`src/source/simon_cfg.svh`:
```
`ifndef SIMON_CFG_SVH
`define SIMON_CFG_SVH

// samples a button must stay stable before its new level is taken
`define DEBOUNCE_CYCLES 8

// length of one colour tone played by simon
`define TONE_CYCLES 256

// dark silence after each simon tone
`define GAP_CYCLES 64

// length of one melody note and of the pause in front of a melody
`define NOTE_CYCLES 128

// speaker half period for tone index 0, in clock cycles
`define TONE_BASE_HALF 6

// extra half period per tone index step
`define TONE_STEP_HALF 2

// feedback mask of the 16 bit galois lfsr
`define LFSR_TAPS 16'hB400

// lfsr start value after reset, must never be zero
`define LFSR_SEED_INIT 16'hACE1

// score width, also bounds the longest sequence
`define SCORE_W 8

`endif

```
`src/source/simonPkg.sv`:
```
`default_nettype none

`include "simon_cfg.svh"

package simonPkg;

	// one of the four colours, also the button index
	typedef logic [1:0] color_t;
	// one bit per colour, indexed by colour
	typedef logic [3:0] buttons_t;
	// 0 to 3 are colour tones, 4 to 7 melody notes
	typedef logic [2:0] toneIdx_t;
	// completed rounds
	typedef logic [`SCORE_W-1:0] score_t;
	typedef logic [15:0] lfsr_t;

	typedef enum logic [3:0] {
		Idle,
		Randomize,
		SimonPlay,
		SimonGap,
		PlayerInit,
		PlayerEntry,
		PlayerRelease,
		PlayerCheck,
		WinMelody,
		LoseMelody
	} gameState_t;

	// sequence generator commands
	typedef struct packed {
		logic step;
		logic rerun;
		logic randomize;
	} seqCtl_t;

	typedef struct packed {
		logic enable;
		toneIdx_t idx;
	} toneReq_t;

	typedef struct packed {
		logic on;
		color_t color;
	} ledDrive_t;

endpackage

`default_nettype wire

```
`src/source/buttonDebouncer.sv`:
```
`default_nettype none

`include "simon_cfg.svh"

module buttonDebouncer
	import simonPkg::*;
(
	input logic clk,
	input logic reset,
	input buttons_t buttonsN,
	output buttons_t held,
	output buttons_t pressed
);

	localparam int NumButtons = $bits(buttons_t);
	localparam int CountW = $clog2(`DEBOUNCE_CYCLES + 1);

	// buttons are active low, flip them while syncing
	buttons_t raw;
	// held from the previous cycle for edge detect
	buttons_t heldLast;
	// per button count of samples that disagree with held
	logic [CountW-1:0] stable [NumButtons];

	always_ff @(posedge clk or posedge reset) begin
		if (reset) begin
			raw <= '0;
			held <= '0;
			heldLast <= '0;
			for (int i = 0; i < NumButtons; i++) begin
				stable[i] <= '0;
			end
		end else begin
			raw <= ~buttonsN;
			heldLast <= held;
			for (int i = 0; i < NumButtons; i++) begin
				// any sample matching held restarts the wait
				if (raw[i] == held[i]) begin
					stable[i] <= '0;
				end else if (stable[i] == CountW'(`DEBOUNCE_CYCLES - 1)) begin
					stable[i] <= '0;
					held[i] <= raw[i];
				end else begin
					stable[i] <= stable[i] + 1'b1;
				end
			end
		end
	end

	// one cycle pulse when a button becomes held
	assign pressed = held & ~heldLast;

endmodule

`default_nettype wire

```
`src/source/sequenceGenerator.sv`:
```
`default_nettype none

`include "simon_cfg.svh"

module sequenceGenerator
	import simonPkg::*;
(
	input logic clk,
	input logic reset,
	input seqCtl_t ctl,
	output color_t color
);

	// live generator state
	lfsr_t lfsr;
	// start of the current game, replayed by rerun
	lfsr_t seed;
	lfsr_t lfsrNext;

	// galois form, shift right and fold the taps in on a one
	always_comb begin
		if (lfsr[0]) begin
			lfsrNext = (lfsr >> 1) ^ lfsr_t'(`LFSR_TAPS);
		end else begin
			lfsrNext = lfsr >> 1;
		end
	end

	always_ff @(posedge clk or posedge reset) begin
		if (reset) begin
			lfsr <= lfsr_t'(`LFSR_SEED_INIT);
			seed <= lfsr_t'(`LFSR_SEED_INIT);
		end else if (ctl.rerun) begin
			// back to the first colour of the game
			lfsr <= seed;
		end else if (ctl.randomize) begin
			// free run while the start button is down
			// and keep every value as the new seed
			lfsr <= lfsrNext;
			seed <= lfsrNext;
		end else if (ctl.step) begin
			lfsr <= lfsrNext;
		end
	end

	// colour is taken from the low two bits
	assign color = lfsr[1:0];

endmodule

`default_nettype wire

```
`src/source/toneTimer.sv`:
```
`default_nettype none

`include "simon_cfg.svh"

module toneTimer (
	input logic clk,
	input logic reset,
	input logic restart,
	output logic toneDone,
	output logic gapDone,
	output logic noteDone
);

	// longest phase sets the counter range
	localparam int LongA = (`TONE_CYCLES > `GAP_CYCLES) ? `TONE_CYCLES : `GAP_CYCLES;
	localparam int Longest = (LongA > `NOTE_CYCLES) ? LongA : `NOTE_CYCLES;
	localparam int CountW = $clog2(Longest + 1);

	// cycles spent in the current phase
	logic [CountW-1:0] count;

	always_ff @(posedge clk or posedge reset) begin
		if (reset) begin
			count <= '0;
		end else if (restart) begin
			count <= '0;
		end else if (count != CountW'(Longest)) begin
			// stops at the top so the flags stay up
			count <= count + 1'b1;
		end
	end

	// a flag is up in the last cycle of its phase and after
	// so a phase started by restart lasts exactly N cycles
	assign toneDone = (count >= CountW'(`TONE_CYCLES - 1));
	assign gapDone = (count >= CountW'(`GAP_CYCLES - 1));
	assign noteDone = (count >= CountW'(`NOTE_CYCLES - 1));

endmodule

`default_nettype wire

```
`src/source/toneSynth.sv`:
```
`default_nettype none

`include "simon_cfg.svh"

module toneSynth
	import simonPkg::*;
(
	input logic clk,
	input logic reset,
	input toneReq_t req,
	output logic speaker
);

	localparam int HalfMax = `TONE_BASE_HALF + 7 * `TONE_STEP_HALF;
	localparam int HalfW = $clog2(HalfMax + 1);

	logic [HalfW-1:0] halfPeriod;
	// cycles since the last edge of the square wave
	logic [HalfW-1:0] phase;
	// tone played last cycle, a change restarts the phase
	toneIdx_t idxLast;
	logic wave;

	// higher index gives a longer period and a lower pitch
	assign halfPeriod = HalfW'(`TONE_BASE_HALF + req.idx * `TONE_STEP_HALF);

	always_ff @(posedge clk or posedge reset) begin
		if (reset) begin
			phase <= '0;
			idxLast <= '0;
			wave <= 1'b0;
		end else begin
			idxLast <= req.idx;
			if (!req.enable) begin
				phase <= '0;
				wave <= 1'b0;
			end else if (req.idx != idxLast) begin
				phase <= '0;
			end else if (phase == halfPeriod - 1'b1) begin
				phase <= '0;
				wave <= ~wave;
			end else begin
				phase <= phase + 1'b1;
			end
		end
	end

	// silent right away once the request drops
	assign speaker = wave & req.enable;

endmodule

`default_nettype wire

```
`src/source/gameControl.sv`:
```
`default_nettype none

module gameControl
	import simonPkg::*;
(
	input logic clk,
	input logic reset,
	input buttons_t held,
	input buttons_t pressed,
	input color_t color,
	input logic toneDone,
	input logic gapDone,
	input logic noteDone,
	output seqCtl_t seqCtl,
	output logic timerRestart,
	output toneReq_t toneReq,
	output ledDrive_t led,
	output score_t score
);

	gameState_t state;
	gameState_t stateNext;
	// melody position, 0 is the pause and 1 to 3 the notes
	logic [1:0] noteIdx;
	logic [1:0] noteNext;
	// colours simon has finished this round
	score_t played;
	score_t playedNext;
	// colours the player got right this round
	score_t guessed;
	score_t guessedNext;
	score_t scoreNext;
	color_t lastBtn;
	logic latchBtn;

	// lowest pressed colour wins if two rise together
	function automatic color_t pressedColor(input buttons_t b);
		color_t c;
		c = '0;
		for (int i = $bits(buttons_t) - 1; i >= 0; i--) begin
			if (b[i]) begin
				c = color_t'(i);
			end
		end
		return c;
	endfunction

	always_comb begin
		stateNext = state;
		noteNext = noteIdx;
		playedNext = played;
		guessedNext = guessed;
		scoreNext = score;
		seqCtl = '0;
		timerRestart = 1'b0;
		latchBtn = 1'b0;
		case (state)
			Idle: begin
				// colour 0 doubles as the start button
				if (pressed[0]) begin
					stateNext = Randomize;
				end
			end
			Randomize: begin
				// how long the button is held picks the seed
				seqCtl.randomize = held[0];
				if (!held[0]) begin
					seqCtl.rerun = 1'b1;
					timerRestart = 1'b1;
					playedNext = '0;
					stateNext = SimonPlay;
				end
			end
			SimonPlay: begin
				if (toneDone) begin
					timerRestart = 1'b1;
					stateNext = SimonGap;
				end
			end
			SimonGap: begin
				if (gapDone) begin
					// a round plays score+1 colours
					if (played == score) begin
						playedNext = '0;
						stateNext = PlayerInit;
					end else begin
						playedNext = played + 1'b1;
						seqCtl.step = 1'b1;
						timerRestart = 1'b1;
						stateNext = SimonPlay;
					end
				end
			end
			PlayerInit: begin
				// replay the round from the seed for checking
				seqCtl.rerun = 1'b1;
				guessedNext = '0;
				stateNext = PlayerEntry;
			end
			PlayerEntry: begin
				// only a fresh press counts, a button kept down from before is ignored
				if (|pressed) begin
					latchBtn = 1'b1;
					stateNext = PlayerRelease;
				end
			end
			PlayerRelease: begin
				if (held == '0) begin
					stateNext = PlayerCheck;
				end
			end
			PlayerCheck: begin
				timerRestart = 1'b1;
				noteNext = '0;
				if (lastBtn == color) begin
					seqCtl.step = 1'b1;
					if (guessed == score) begin
						stateNext = WinMelody;
					end else begin
						guessedNext = guessed + 1'b1;
						stateNext = PlayerEntry;
					end
				end else begin
					stateNext = LoseMelody;
				end
			end
			WinMelody, LoseMelody: begin
				if (noteDone) begin
					timerRestart = 1'b1;
					if (noteIdx == 2'd3) begin
						noteNext = '0;
						if (state == WinMelody) begin
							// next round starts again from the seed
							scoreNext = score + 1'b1;
							seqCtl.rerun = 1'b1;
							stateNext = SimonPlay;
						end else begin
							scoreNext = '0;
							stateNext = Idle;
						end
					end else begin
						noteNext = noteIdx + 1'b1;
					end
				end
			end
			default: begin
				stateNext = Idle;
			end
		endcase
	end

	// leds and speaker follow the state directly
	always_comb begin
		led = '0;
		toneReq = '0;
		case (state)
			SimonPlay: begin
				led.on = 1'b1;
				led.color = color;
				toneReq.enable = 1'b1;
				toneReq.idx = {1'b0, color};
			end
			PlayerRelease: begin
				led.on = |held;
				led.color = lastBtn;
				toneReq.enable = |held;
				toneReq.idx = {1'b0, lastBtn};
			end
			// rising notes 4 5 6
			WinMelody: begin
				toneReq.enable = (noteIdx != 2'd0);
				toneReq.idx = 3'd3 + {1'b0, noteIdx};
			end
			// falling notes 2 1 0
			LoseMelody: begin
				toneReq.enable = (noteIdx != 2'd0);
				toneReq.idx = 3'd3 - {1'b0, noteIdx};
			end
			default: begin
			end
		endcase
	end

	always_ff @(posedge clk or posedge reset) begin
		if (reset) begin
			state <= Idle;
			noteIdx <= '0;
			played <= '0;
			guessed <= '0;
			score <= '0;
		end else begin
			state <= stateNext;
			noteIdx <= noteNext;
			played <= playedNext;
			guessed <= guessedNext;
			score <= scoreNext;
		end
	end

	// colour of the press being echoed
	always_ff @(posedge clk) begin
		if (latchBtn) begin
			lastBtn <= pressedColor(pressed);
		end
	end

endmodule

`default_nettype wire

```
`src/source/simonTop.sv`:
```
`default_nettype none

module simonTop
	import simonPkg::*;
(
	input logic clk,
	input logic reset,
	input buttons_t buttonsN,
	output ledDrive_t led,
	output logic speaker,
	output score_t score
);

	buttons_t held;
	buttons_t pressed;
	color_t color;
	seqCtl_t seqCtl;
	logic timerRestart;
	logic toneDone;
	logic gapDone;
	logic noteDone;
	toneReq_t toneReq;

	// raw active low buttons in, clean held and pressed out
	buttonDebouncer debouncer (
		.clk(clk),
		.reset(reset),
		.buttonsN(buttonsN),
		.held(held),
		.pressed(pressed)
	);

	sequenceGenerator generator (
		.clk(clk),
		.reset(reset),
		.ctl(seqCtl),
		.color(color)
	);

	// one timer shared by tones, gaps and melody notes
	toneTimer timer (
		.clk(clk),
		.reset(reset),
		.restart(timerRestart),
		.toneDone(toneDone),
		.gapDone(gapDone),
		.noteDone(noteDone)
	);

	toneSynth synth (
		.clk(clk),
		.reset(reset),
		.req(toneReq),
		.speaker(speaker)
	);

	gameControl control (
		.clk(clk),
		.reset(reset),
		.held(held),
		.pressed(pressed),
		.color(color),
		.toneDone(toneDone),
		.gapDone(gapDone),
		.noteDone(noteDone),
		.seqCtl(seqCtl),
		.timerRestart(timerRestart),
		.toneReq(toneReq),
		.led(led),
		.score(score)
	);

endmodule

`default_nettype wire

```
`config.mk`:
```
export PLATFORM = sky130hd
export DESIGN_NAME = simonTop
export DESIGN_NICKNAME = d
export VERILOG_FILES = /design/src/source/simonPkg.sv /design/src/source/buttonDebouncer.sv /design/src/source/sequenceGenerator.sv /design/src/source/toneTimer.sv /design/src/source/toneSynth.sv /design/src/source/gameControl.sv /design/src/source/simonTop.sv
export VERILOG_INCLUDE_DIRS = /design/src /design/src/source
export SDC_FILE = /design/constraint.sdc
export NUM_CORES = 1
export LEC_CHECK = 0
export BUFFER_PORTS_ARGS = -buffer_cell sky130_fd_sc_hd__buf_4
export CAP_MARGIN = 20
export CORE_ASPECT_RATIO = 1.1
export CORE_MARGIN = 3
export CORE_UTILIZATION = 30
export CTS_BUF_LIST = sky130_fd_sc_hd__clkbuf_16
export DETAILED_ROUTE_END_ITERATION = 16
export MAX_ROUTING_LAYER = met4
export PLACE_DENSITY = 0.47
export SLEW_MARGIN = 10
export SYNTH_ARGS = -nofsm -noshare
export SYNTH_HDL_FRONTEND = slang
export SYNTH_SLANG_ARGS = --single-unit
```
`constraint.sdc`:
```
create_clock -name clk -period 3.37 [get_ports clk]
set_input_delay 0.337 -clock clk [delete_from_list [all_inputs] [get_ports clk]]
set_output_delay 0.337 -clock clk [all_outputs]
set_load 0.005 [all_outputs]
```
==> results of run 1 <==
[worst max-delay path, cell delays in order, from the launching register on]
cell	delay, ns
dfrtp_1	0.43
inv_1	0.06
ha_1	0.31
mux2_1	0.30
o22ai_2	0.23
ha_1	0.29
xnor2_1	0.18
nand4b_1	0.12
mux2i_1	0.24
inv_1	0.07
nor4_1	0.31
mux2_1	0.34
[cells by family (layout without fill, tap and decap cells)]
kind of cell | Yosys count | after routing | synth area share, %
AND/OR/NAND/NOR | 203 | 203 | 18.64
flip-flops | 110 | 110 | 48.77
AO/OA/AOI/OAI | 82 | 82 | 10.26
XOR/XNOR | 50 | 50 | 7.675
multiplexers | 45 | 45 | 8.443
buffers and inverters | 34 | 54 | 3.136
adder cells (fa/ha/maj) | 14 | 14 | 3.070
[synth_stat cells (7+ instances only)]
cell	count
dfrtp_1	92
nor2_1	49
nand2_1	35
xnor2_1	29
mux2_2	23
o21ai_0	22
nand3_1	21
xor2_1	21
mux2i_1	20
nand2b_1	18
nor3_1	17
dfstp_2	16
o21ai_2	16
a21oi_1	15
ha_1	14
inv_1	13
nor2b_1	12
and3_1	9
clkbuf_1	9
nand4_1	9
nor4_1	9
o31ai_1	8
buf_2	7
nand2_2	7
[worst min path at each step]
stage	from	endpoint	slack [ns]	depth (start not counted)
after floorplan	debouncer.held[0]	debouncer.heldLast[0]	0.35	0
after global placement	debouncer.held[1]	debouncer.heldLast[1]	0.46	0
after detailed placement	debouncer.held[1]	debouncer.heldLast[1]	0.46	0
after CTS	buttonsN[3]	debouncer.raw[3]	0.09	2
after global routing	buttonsN[3]	debouncer.raw[3]	0.10	2
final	buttonsN[3]	debouncer.raw[3]	0.11	2
[power groups by stage]
stage                     Clock (mW)  Sequential, mW  Combinational [mW]
after global routing            1.21            1.68                1.35
after CTS                       1.16            1.66                1.21
after detailed placement           0            1.68                1.21
after floorplan                    0            1.62                1.05
final                           1.11            1.65                1.20
after global placement             0            1.68                1.19
[area by class of cell]
cell class                      count  area [um^2]  share of cell area, %
Sequential cell                   110         2783                  43.54
Multi-Input combinational cell    394         2744                  42.93
Tap cell                          243        304.0                  4.757
Clock buffer                        9        225.2                  3.524
Timing Repair Buffer               25        200.2                  3.132
Clock inverter                      7        83.83                  1.312
Inverter                           13        51.30                 0.8027
[state kept, by name (all words and copies together), names as in the netlist]
name	cells
debouncer.stable	16
generator.lfsr	16
generator.seed	16
timer.count	9
control.guessed	8
control.played	8
control.score	8
synth.phase	5
control.state	4
debouncer.heldLast	4
debouncer.held	4
debouncer.raw	4
synth.idxLast	3
control.lastBtn	2
control.noteIdx	2
synth.wave	1
[cells in the final DEF, fill, tap and decap left out, types with 3 or more instances in the layout]
cell type  count
a21o_1         3
a21oi_1       15
o21ai_0       22
ha_1          14
o21ai_2       16
mux2_2        23
nor3_1        17
nand3_1       21
nand2b_1      18
xor2_1        21
nor4_1         9
buf_4         24
nand4_1        9
nand2_2        7
nor2_1        49
dfstp_2       16
xnor2_1       29
inv_1         12
nor2b_1       12
inv_6          4
and3_1         9
mux2i_1       20
o21bai_1       3
nand2_1       35
dfrtp_1       92
clkbuf_16      9
o31ai_1        8
[stage by stage]
step,power (mW),util (%)
2_1_floorplan,2.672,-
3_3_place_gp,2.867,32.80
3_5_place_dp,2.890,32.80
4_1_cts,4.033,34.47
5_1_grt,4.241,34.47
6_report,3.964,34.47
[layer usage]
metal  track usage, %  vias to the layer above  wire (um)
li1                 -                     1916          -
met1            14.45                     1952       5239
met2            19.29                       54       5406
met3            2.574                       11        332
met4            3.842                        0        148
met5                -                        -          0
==> impl_metrics.env, run 1 <==
export IMPL_die_y_um=150.6
export IMPL_grt_max_degree=72
export IMPL_floorplan_initialDensity_pct=30.77
export IMPL_insertion_delay_ns=0.36
export IMPL_fin_crit_sh_pct=89.07
export IMPL_p_sw_mw=1.403
export IMPL_die_width_um=137.5
export IMPL_die_area_um2=20710
export IMPL_r2r_cells=11
export IMPL_fin_cells=801
export IMPL_cp_required_ns=3.61
export IMPL_dr_pass1_iters=6
export IMPL_p_sw_share_pct=35.39
export IMPL_drtIter0Drc=167
export IMPL_synth_edf_count=2
export IMPL_htree_levels=3
export IMPL_tightest_slew_ns=0.9003
export IMPL_rsz0062_at_grt="false"
export IMPL_place_congestion=0.7900
export IMPL_ys_seq_elements=110
export IMPL_post_place_cells=785
export IMPL_finClkSkew_ns=0.01288
export IMPL_r2r_end="synth.wave"
export IMPL_crit_end="synth.wave"
export IMPL_critPathCaptureType="flop"
export IMPL_layout_drive_gt1_share_pct=20.61
export IMPL_cts_buffer_depth=2
export IMPL_post_route_drc_count=0
export IMPL_min_period_ns=3.002
export IMPL_p_leak_nw=2.920
export IMPL_dr_total_vias=3933
export IMPL_finalMaxSlewViolations=0
export IMPL_antenna_found_initial=0
export IMPL_gr_total_overflow=0
export IMPL_rows=52
export IMPL_io_buffers=17
export IMPL_cp_max_fo=6
export IMPL_stdcell_area_um2=6391
export IMPL_crit_type="flop to flop"
export IMPL_nFillCells=1874
export IMPL_timing_hold_ws_ns=0.1091
export IMPL_synth_area_top_cells="dfrtp_1, dfstp_2, mux2_2"
export IMPL_grt_use_total_pct=11.78
export IMPL_route_antenna_remaining_nets=0
export IMPL_placeableCoreArea_um2=18540
export IMPL_cts_tree="done"
export IMPL_synth_top_cell_by_area="dfrtp_1"
export IMPL_finalHoldViolCount=0
export IMPL_async_flop_share_pct=98.18
export IMPL_clkTransAtPathRegs_ns=0.08
export IMPL_setup_violations=0
export IMPL_yosysSeqAreaShare_pct=48.77
export IMPL_syn_nets=558
export IMPL_p_per_area_nw_per_um2=620.3
export IMPL_post_cts_resize_count=0
export IMPL_setup_tns_ns=0
export IMPL_max_slew_margin_pct=39.98
export IMPL_ir_drop_v=0.0005285
export IMPL_p_int_mw=2.561
export IMPL_reg2reg_slack_ns=0.37
export IMPL_wirelength_um=11130
export IMPL_critical_path_startpoint_type="flop"
export IMPL_syn_to_final_growth_pct=12.02
export IMPL_fmax_mhz=333.1
export IMPL_power_share_combinational_pct=30.2
export IMPL_pre_cts_slack_ns=0.3481
export IMPL_vias_per_cell=4.910
export IMPL_hold_buffers=0
export IMPL_clkSinkCount=110
export IMPL_hold_class="input port to flop"
export IMPL_worstPathArrival_ns=3.24
export IMPL_synth_main_ff_cell="dfrtp_1"
export IMPL_status="completed"
export IMPL_diodes=0
export IMPL_r2r_start="control.noteIdx[0]"
export IMPL_crit_start="control.noteIdx[0]"
export IMPL_pwr_share_seq_pct=41.7
export IMPL_fin_nets=573
export IMPL_grt_pass1_vias=3909
export IMPL_dpl_cell_area_um2=6082
export IMPL_maxCapViolations=0
export IMPL_netlist_area_um2=5705
export IMPL_cts_buffers=9
export IMPL_synth_avg_cell_area_um2=10.60
export IMPL_grt_pass1_wl_um=19010
export IMPL_syn_inst=538
export IMPL_io_pins=18
export IMPL_setup_slack_ns=0.3682
export IMPL_synth_top_area_share_pct=40.35
export IMPL_cts_setup_buffers=0
export IMPL_ys_types=57
export IMPL_p_clk_share_pct=28.1
export IMPL_yosysWarnings=0
export IMPL_routedWlPerCell_um=13.89
export IMPL_place_hpwl_um=7860
export IMPL_root_buffer="clkbuf_16"
(Power assumes the default switching activity.)
==> run 2: changes to the inputs <==
- CORE_UTILIZATION: 30 -> 48
- PLACE_DENSITY: 0.47 -> 0.68
==> impl_metrics.env, run 2 (synthesis gave the netlist of run 1 again) <==
export IMPL_status="completed"
export IMPL_p_sw_mw=1.362
export IMPL_power_share_combinational_pct=30.5
export IMPL_grt_pass1_wl_um=18400
export IMPL_htree_levels=3
export IMPL_critPathCaptureType="flop"
export IMPL_floorplan_initialDensity_pct=49.43
export IMPL_wirelength_um=10280
export IMPL_grt_max_degree=83
export IMPL_setup_tns_ns=0
export IMPL_io_pins=18
export IMPL_hold_buffers=0
export IMPL_p_clk_share_pct=26.3
export IMPL_setup_slack_ns=0.3040
export IMPL_crit_type="flop to flop"
export IMPL_max_slew_margin_pct=33.96
export IMPL_drtIter0Drc=208
export IMPL_cp_required_ns=3.61
export IMPL_fmax_mhz=326.2
export IMPL_tightest_slew_ns=0.9906
export IMPL_routedWlPerCell_um=14.49
export IMPL_critical_path_startpoint_type="flop"
export IMPL_cts_tree="done"
export IMPL_clkSinkCount=110
export IMPL_cts_buffer_depth=2
export IMPL_insertion_delay_ns=0.36
export IMPL_die_y_um=120.3
export IMPL_final_common_cell="dfrtp_1"
export IMPL_maxCapViolations=0
export IMPL_diodes=0
export IMPL_worstPathArrival_ns=3.31
export IMPL_grt_pass1_vias=4010
export IMPL_syn_to_final_growth_pct=9.430
export IMPL_ir_drop_v=0.0004912
export IMPL_setup_violations=0
export IMPL_nFillCells=1004
export IMPL_min_period_ns=3.066
export IMPL_dr_total_vias=3887
export IMPL_p_leak_nw=2.911
export IMPL_p_sw_share_pct=35.43
export IMPL_gr_total_overflow=0
export IMPL_finalHoldViolCount=0
export IMPL_p_int_mw=2.482
export IMPL_top_regs="debouncer.stable (16), generator.lfsr (16), generator.seed (16)"
export IMPL_pre_cts_slack_ns=0.3010
export IMPL_dr_pass1_iters=4
export IMPL_grt_use_total_pct=17.92
export IMPL_post_route_drc_count=0
export IMPL_die_width_um=110.0
export IMPL_io_buffers=17
export IMPL_mostFrequentLayoutCells="dfrtp_1, nor2_1, nand2_1, xnor2_1, buf_4"
export IMPL_fin_crit_sh_pct=90.98
export IMPL_cp_max_fo=6
export IMPL_vias_per_cell=5.482
export IMPL_finalMaxSlewViolations=0
export IMPL_placeableCoreArea_um2=11540
export IMPL_hold_class="input port to flop"
export IMPL_root_buffer="clkbuf_16"
export IMPL_route_antenna_remaining_nets=0
export IMPL_rsz0062_at_grt="false"
export IMPL_die_area_um2=13230
export IMPL_p_per_area_nw_per_um2=615.7
export IMPL_pwr_share_seq_pct=43.2
export IMPL_fin_nets=574
export IMPL_finClkSkew_ns=0.006311
export IMPL_place_hpwl_um=7223
export IMPL_antenna_found_initial=0
export IMPL_post_cts_resize_count=0
export IMPL_cts_setup_buffers=0
export IMPL_rows=41
export IMPL_clkTransAtPathRegs_ns=0.07
export IMPL_place_congestion=0.8346
export IMPL_layout_drive_gt1_share_pct=20.75
export IMPL_cts_buffers=9
[run 2: changes by cell type in the layout (fill, tap and decap cells not counted), sizes merged]
cell / previous run / this run
clkinv: 0 / 3
inv: 18 / 16
buf: 25 / 26
bufinv: 1 / 0
[run 2: final timing paths]
kind | startpoint | to | slack (ns) | depth (start not counted)
max | control.noteIdx[0] | synth.wave | 0.30 | 11
min | buttonsN[0] | debouncer.raw[0] | 0.11 | 2
max reg2reg | control.noteIdx[0] | synth.wave | 0.30 | 11
min reg2reg | debouncer.held[2] | debouncer.heldLast[2] | 0.47 | 0
max in group asynchronous | reset | control.score[3] | 2.33 | 3
min in group asynchronous | reset | generator.lfsr[12] | 0.20 | 2
[run 2: layout make-up]
type	count	area (um^2)	area share [%]
multi-input combinational	394	2744	43.95
timing repair buffer	26	195.2	3.126
sequential	110	2783	44.57
inverter	13	51.30	0.8216
clock buffer	9	225.2	3.607
clock inverter	7	57.56	0.9218
tap	150	187.7	3.006
[run 2: layer usage]
metal / GRT usage [%] / part of all wire (%) / vias to the layer above / wire length [um]
met5: - / 0 / - / 0
met4: 5.924 / 1.7 / 0 / 170
met3: 4.805 / 3.5 / 15 / 361
met2: 29.10 / 50 / 53 / 5132
met1: 21.60 / 45 / 1904 / 4610
li1: - / - / 1915 / -
[run 2: power groups by stage]
stage               sequential (mW)  clock (mW)  combinational [mW]
floorplan                      1.62           0                1.05
global placement               1.67           0                1.15
detailed placement             1.68           0                1.17
CTS                            1.66        1.05                1.18
global route                   1.69        1.10                1.31
finish                         1.66        1.01                1.17
[run 2: critical path: stages, from the launching register on]
cell and delay (ns):
dfrtp_1 0.44, inv_1 0.07, ha_1 0.31, mux2_1 0.31, o22ai_2 0.24, ha_1 0.29, xnor2_1 0.20, nand4_1 0.13
mux2i_1 0.23, inv_1 0.07, nor4_1 0.30, mux2_1 0.35
[run 2: stage by stage]
| stage | total power, mW | std cells | hold WS (ns) | utilization (%) | area (um^2) |
|---|---|---|---|---|---|
| 3_3_place_gp | 2.823 | 693 | 0.4560 | 51.64 | 5961 |
| 3_5_place_dp | 2.856 | 693 | 0.4644 | 51.64 | 5961 |
| 4_1_cts | 3.896 | 709 | 0.09784 | 54.09 | 6243 |
| 5_1_grt | 4.105 | 709 | 0.1056 | 54.09 | 6243 |
| 2_1_floorplan | 2.672 | 538 | 0.3519 | - | 5705 |
| 6_report | 3.844 | 709 | 0.1138 | 54.09 | 6243 |
==> run 3: changes to the inputs <==
- SYNTH_HIERARCHICAL: default -> 1
==> impl_metrics.env, run 3 <==
export IMPL_status="completed"
export IMPL_finClkSkew_ns=0.007169
export IMPL_gr_total_overflow=0
export IMPL_cp_max_fo=16
export IMPL_floorplan_initialDensity_pct=50.35
export IMPL_netlist_area_um2=5914
export IMPL_syn_inst=566
export IMPL_vias_per_cell=5.613
export IMPL_post_route_drc_count=0
export IMPL_max_slew_margin_pct=62.85
export IMPL_ys_types=73
export IMPL_placeableCoreArea_um2=11750
export IMPL_total_power_mw=4.204
export IMPL_crit_type="flop to flop"
export IMPL_critPathMaxStageDelay_ns=0.47
export IMPL_critPathCaptureType="flop"
export IMPL_critPathBufInv=1
export IMPL_io_buffers=17
export IMPL_insertion_delay_ns=0.36
export IMPL_place_hpwl_um=7882
export IMPL_synth_top_cell_by_area="dfrtp_1"
export IMPL_mostFrequentLayoutCells="dfrtp_1, nor2_1, xnor2_1, buf_4, inv_1"
export IMPL_top_regs="debouncer/stable (16), generator/lfsr (16), generator/seed (16)"
export IMPL_p_per_area_nw_per_um2=642.7
export IMPL_async_flop_share_pct=98.18
export IMPL_p_leak_nw=2.930
export IMPL_cts_buffer_depth=2
export IMPL_io_pins=18
export IMPL_post_place_cells=715
export IMPL_min_period_ns=2.835
export IMPL_grt_max_degree=31
export IMPL_syn_nets=586
export IMPL_synth_avg_cell_area_um2=10.45
export IMPL_fin_crit_sh_pct=84.13
export IMPL_cts_buffers=9
export IMPL_syn_to_final_growth_pct=10.60
export IMPL_cts_setup_buffers=0
export IMPL_crit_chain="nand4_2 > or2_2 > o21ai_0 > and2_1 > nand2_1 > o22ai_1 > o21ai_0 > nor2_2 > buf_4 > o21ba_2 > a211oi_1"
export IMPL_yosysSeqAreaShare_pct=47.05
export IMPL_place_congestion=0.8126
export IMPL_maxCapViolations=0
export IMPL_synth_top_area_share_pct=38.93
export IMPL_cp_slowest_cell="dfrtp_1"
export IMPL_fin_cells=734
export IMPL_finalMaxSlewViolations=0
export IMPL_ir_drop_v=0.0004602
export IMPL_clkTransAtPathRegs_ns=0.08
export IMPL_dr_pass1_iters=4
export IMPL_rsz0062_at_grt="false"
export IMPL_route_antenna_remaining_nets=0
export IMPL_worstPathArrival_ns=3.10
export IMPL_fmax_mhz=352.7
export IMPL_clkSinkCount=110
export IMPL_ys_seq_elements=110
export IMPL_crit_family="simple AND/OR/NAND/NOR gates"
export IMPL_cts_tree="done"
export IMPL_rows=41
export IMPL_grt_use_total_pct=18.03
export IMPL_setup_violations=0
export IMPL_critical_path_startpoint_type="flop"
export IMPL_wirelength_um=11210
export IMPL_synth_area_top_cells="dfrtp_1, dfstp_2, xnor2_1"
export IMPL_synth_main_ff_cell="dfrtp_1"
export IMPL_grt_pass1_wl_um=19580
export IMPL_tightest_slew_ns=0.5522
export IMPL_diodes=0
export IMPL_die_width_um=111.8
export IMPL_dr_total_vias=4120
export IMPL_netlist_top_cells_count="dfrtp_1, nor2_1, xnor2_1"
export IMPL_die_area_um2=13690
export IMPL_cp_required_ns=3.63
export IMPL_drtIter0Drc=267
export IMPL_root_buffer="clkbuf_16"
export IMPL_hold_class="input port to flop"
export IMPL_setup_tns_ns=0
export IMPL_cp_common_cell="o21ai_0"
export IMPL_grt_pass1_vias=4156
export IMPL_layout_drive_gt1_share_pct=19.18
export IMPL_htree_levels=3
export IMPL_finalHoldViolCount=0
export IMPL_synth_edf_count=2
export IMPL_yosysWarnings=6
export IMPL_routedWlPerCell_um=15.27
export IMPL_fin_nets=599
export IMPL_antenna_found_initial=0
export IMPL_yosysMostFrequentCell="dfrtp_1"
export IMPL_die_y_um=122.4
export IMPL_final_common_cell="dfrtp_1"
run 3: changes by cell type after synthesis, moves of 7 or more:
cell,before,now
o21ai_2,16,1
nand2b_1,18,9
inv_1,13,26
nand2_2,7,0
mux2_4,0,12
nand2_1,35,25
nor4b_1,0,13
o21ai_1,1,9
nor2_1,49,57
nor2b_1,12,24
xor2_1,21,13
a221o_1,1,11
mux2i_1,20,11
mux2_2,23,7
run 3: power by group:
group | switching, mW | leakage, nW | internal, mW
logic | 0.690 | 1.33 | 0.562
clock network | 0.513 | 0.166 | 0.671
registers | 0.207 | 1.43 | 1.56
run 3: cell families (layout without fill, tap and decap cells):
logic type	Yosys count	in the layout	share of synthesized area [%]
compound gates	87	87	10.49
simple gates	219	219	21.03
mux	31	31	6.431
buf+inv	58	76	5.077
fa+ha+maj	14	14	2.962
xor+xnor	47	47	6.960
flops	110	110	47.05
run 3: through the flow:
step / instance area [um^2] / utilization [%] / hold slack [ns] / setup slack (ns)
2_1_floorplan: 5914 / - / 0.1649 / 0.7403
3_3_place_gp: 6140 / 52.26 / 0.3672 / 0.6813
3_5_place_dp: 6140 / 52.26 / 0.3683 / 0.5898
4_1_cts: 6486 / 55.21 / 0.1025 / 0.5238
5_1_grt: 6541 / 55.68 / 0.1031 / 0.2800
6_report: 6541 / 55.68 / 0.1196 / 0.5349
run 3: area by class of cell:
| class | count | area (um^2) |
|---|---|---|
| well taps | 150 | 187.7 |
| repair buffers | 34 | 297.8 |
| flip-flops and latches | 110 | 2783 |
| inverters | 26 | 97.59 |
| multi-input cells | 398 | 2839 |
| clock buffers | 9 | 225.2 |
| clock inverters | 7 | 111.4 |
| fillers | 1009 | 5206 |
run 3: path summary, 6_finish.rpt:
| path | endpoint | slack [ns] | start | cells after the start |
|---|---|---|---|---|
| max reg2reg | generator/lfsr[10] | 0.53 | timer/count[3] | 11 |
| min reg2reg | generator/seed[10] | 0.47 | generator/seed[10] | 2 |
| max | generator/lfsr[10] | 0.53 | timer/count[3] | 11 |
| min in group asynchronous | synth/phase[0] | 0.54 | reset | 3 |
| min | debouncer/raw[0] | 0.12 | buttonsN[0] | 2 |
| max in group asynchronous | generator/lfsr[7] | 2.16 | reset | 5 |
run 3: metal layers:
| layer | vias to the layer above | GRT usage (%) | part of all wire (%) |
|---|---|---|---|
| li1 | 2005 | - | - |
| met1 | 2040 | 21.80 | 46 |
| met2 | 60 | 29.69 | 49 |
| met3 | 15 | 4.635 | 3.3 |
| met4 | 0 | 6.084 | 1.6 |
| met5 | - | - | 0 |
run 3: what timing repair did:
action,CTS,global route
hold endpoints to repair,18,0
resized for setup,0,0
hold buffers,1,0
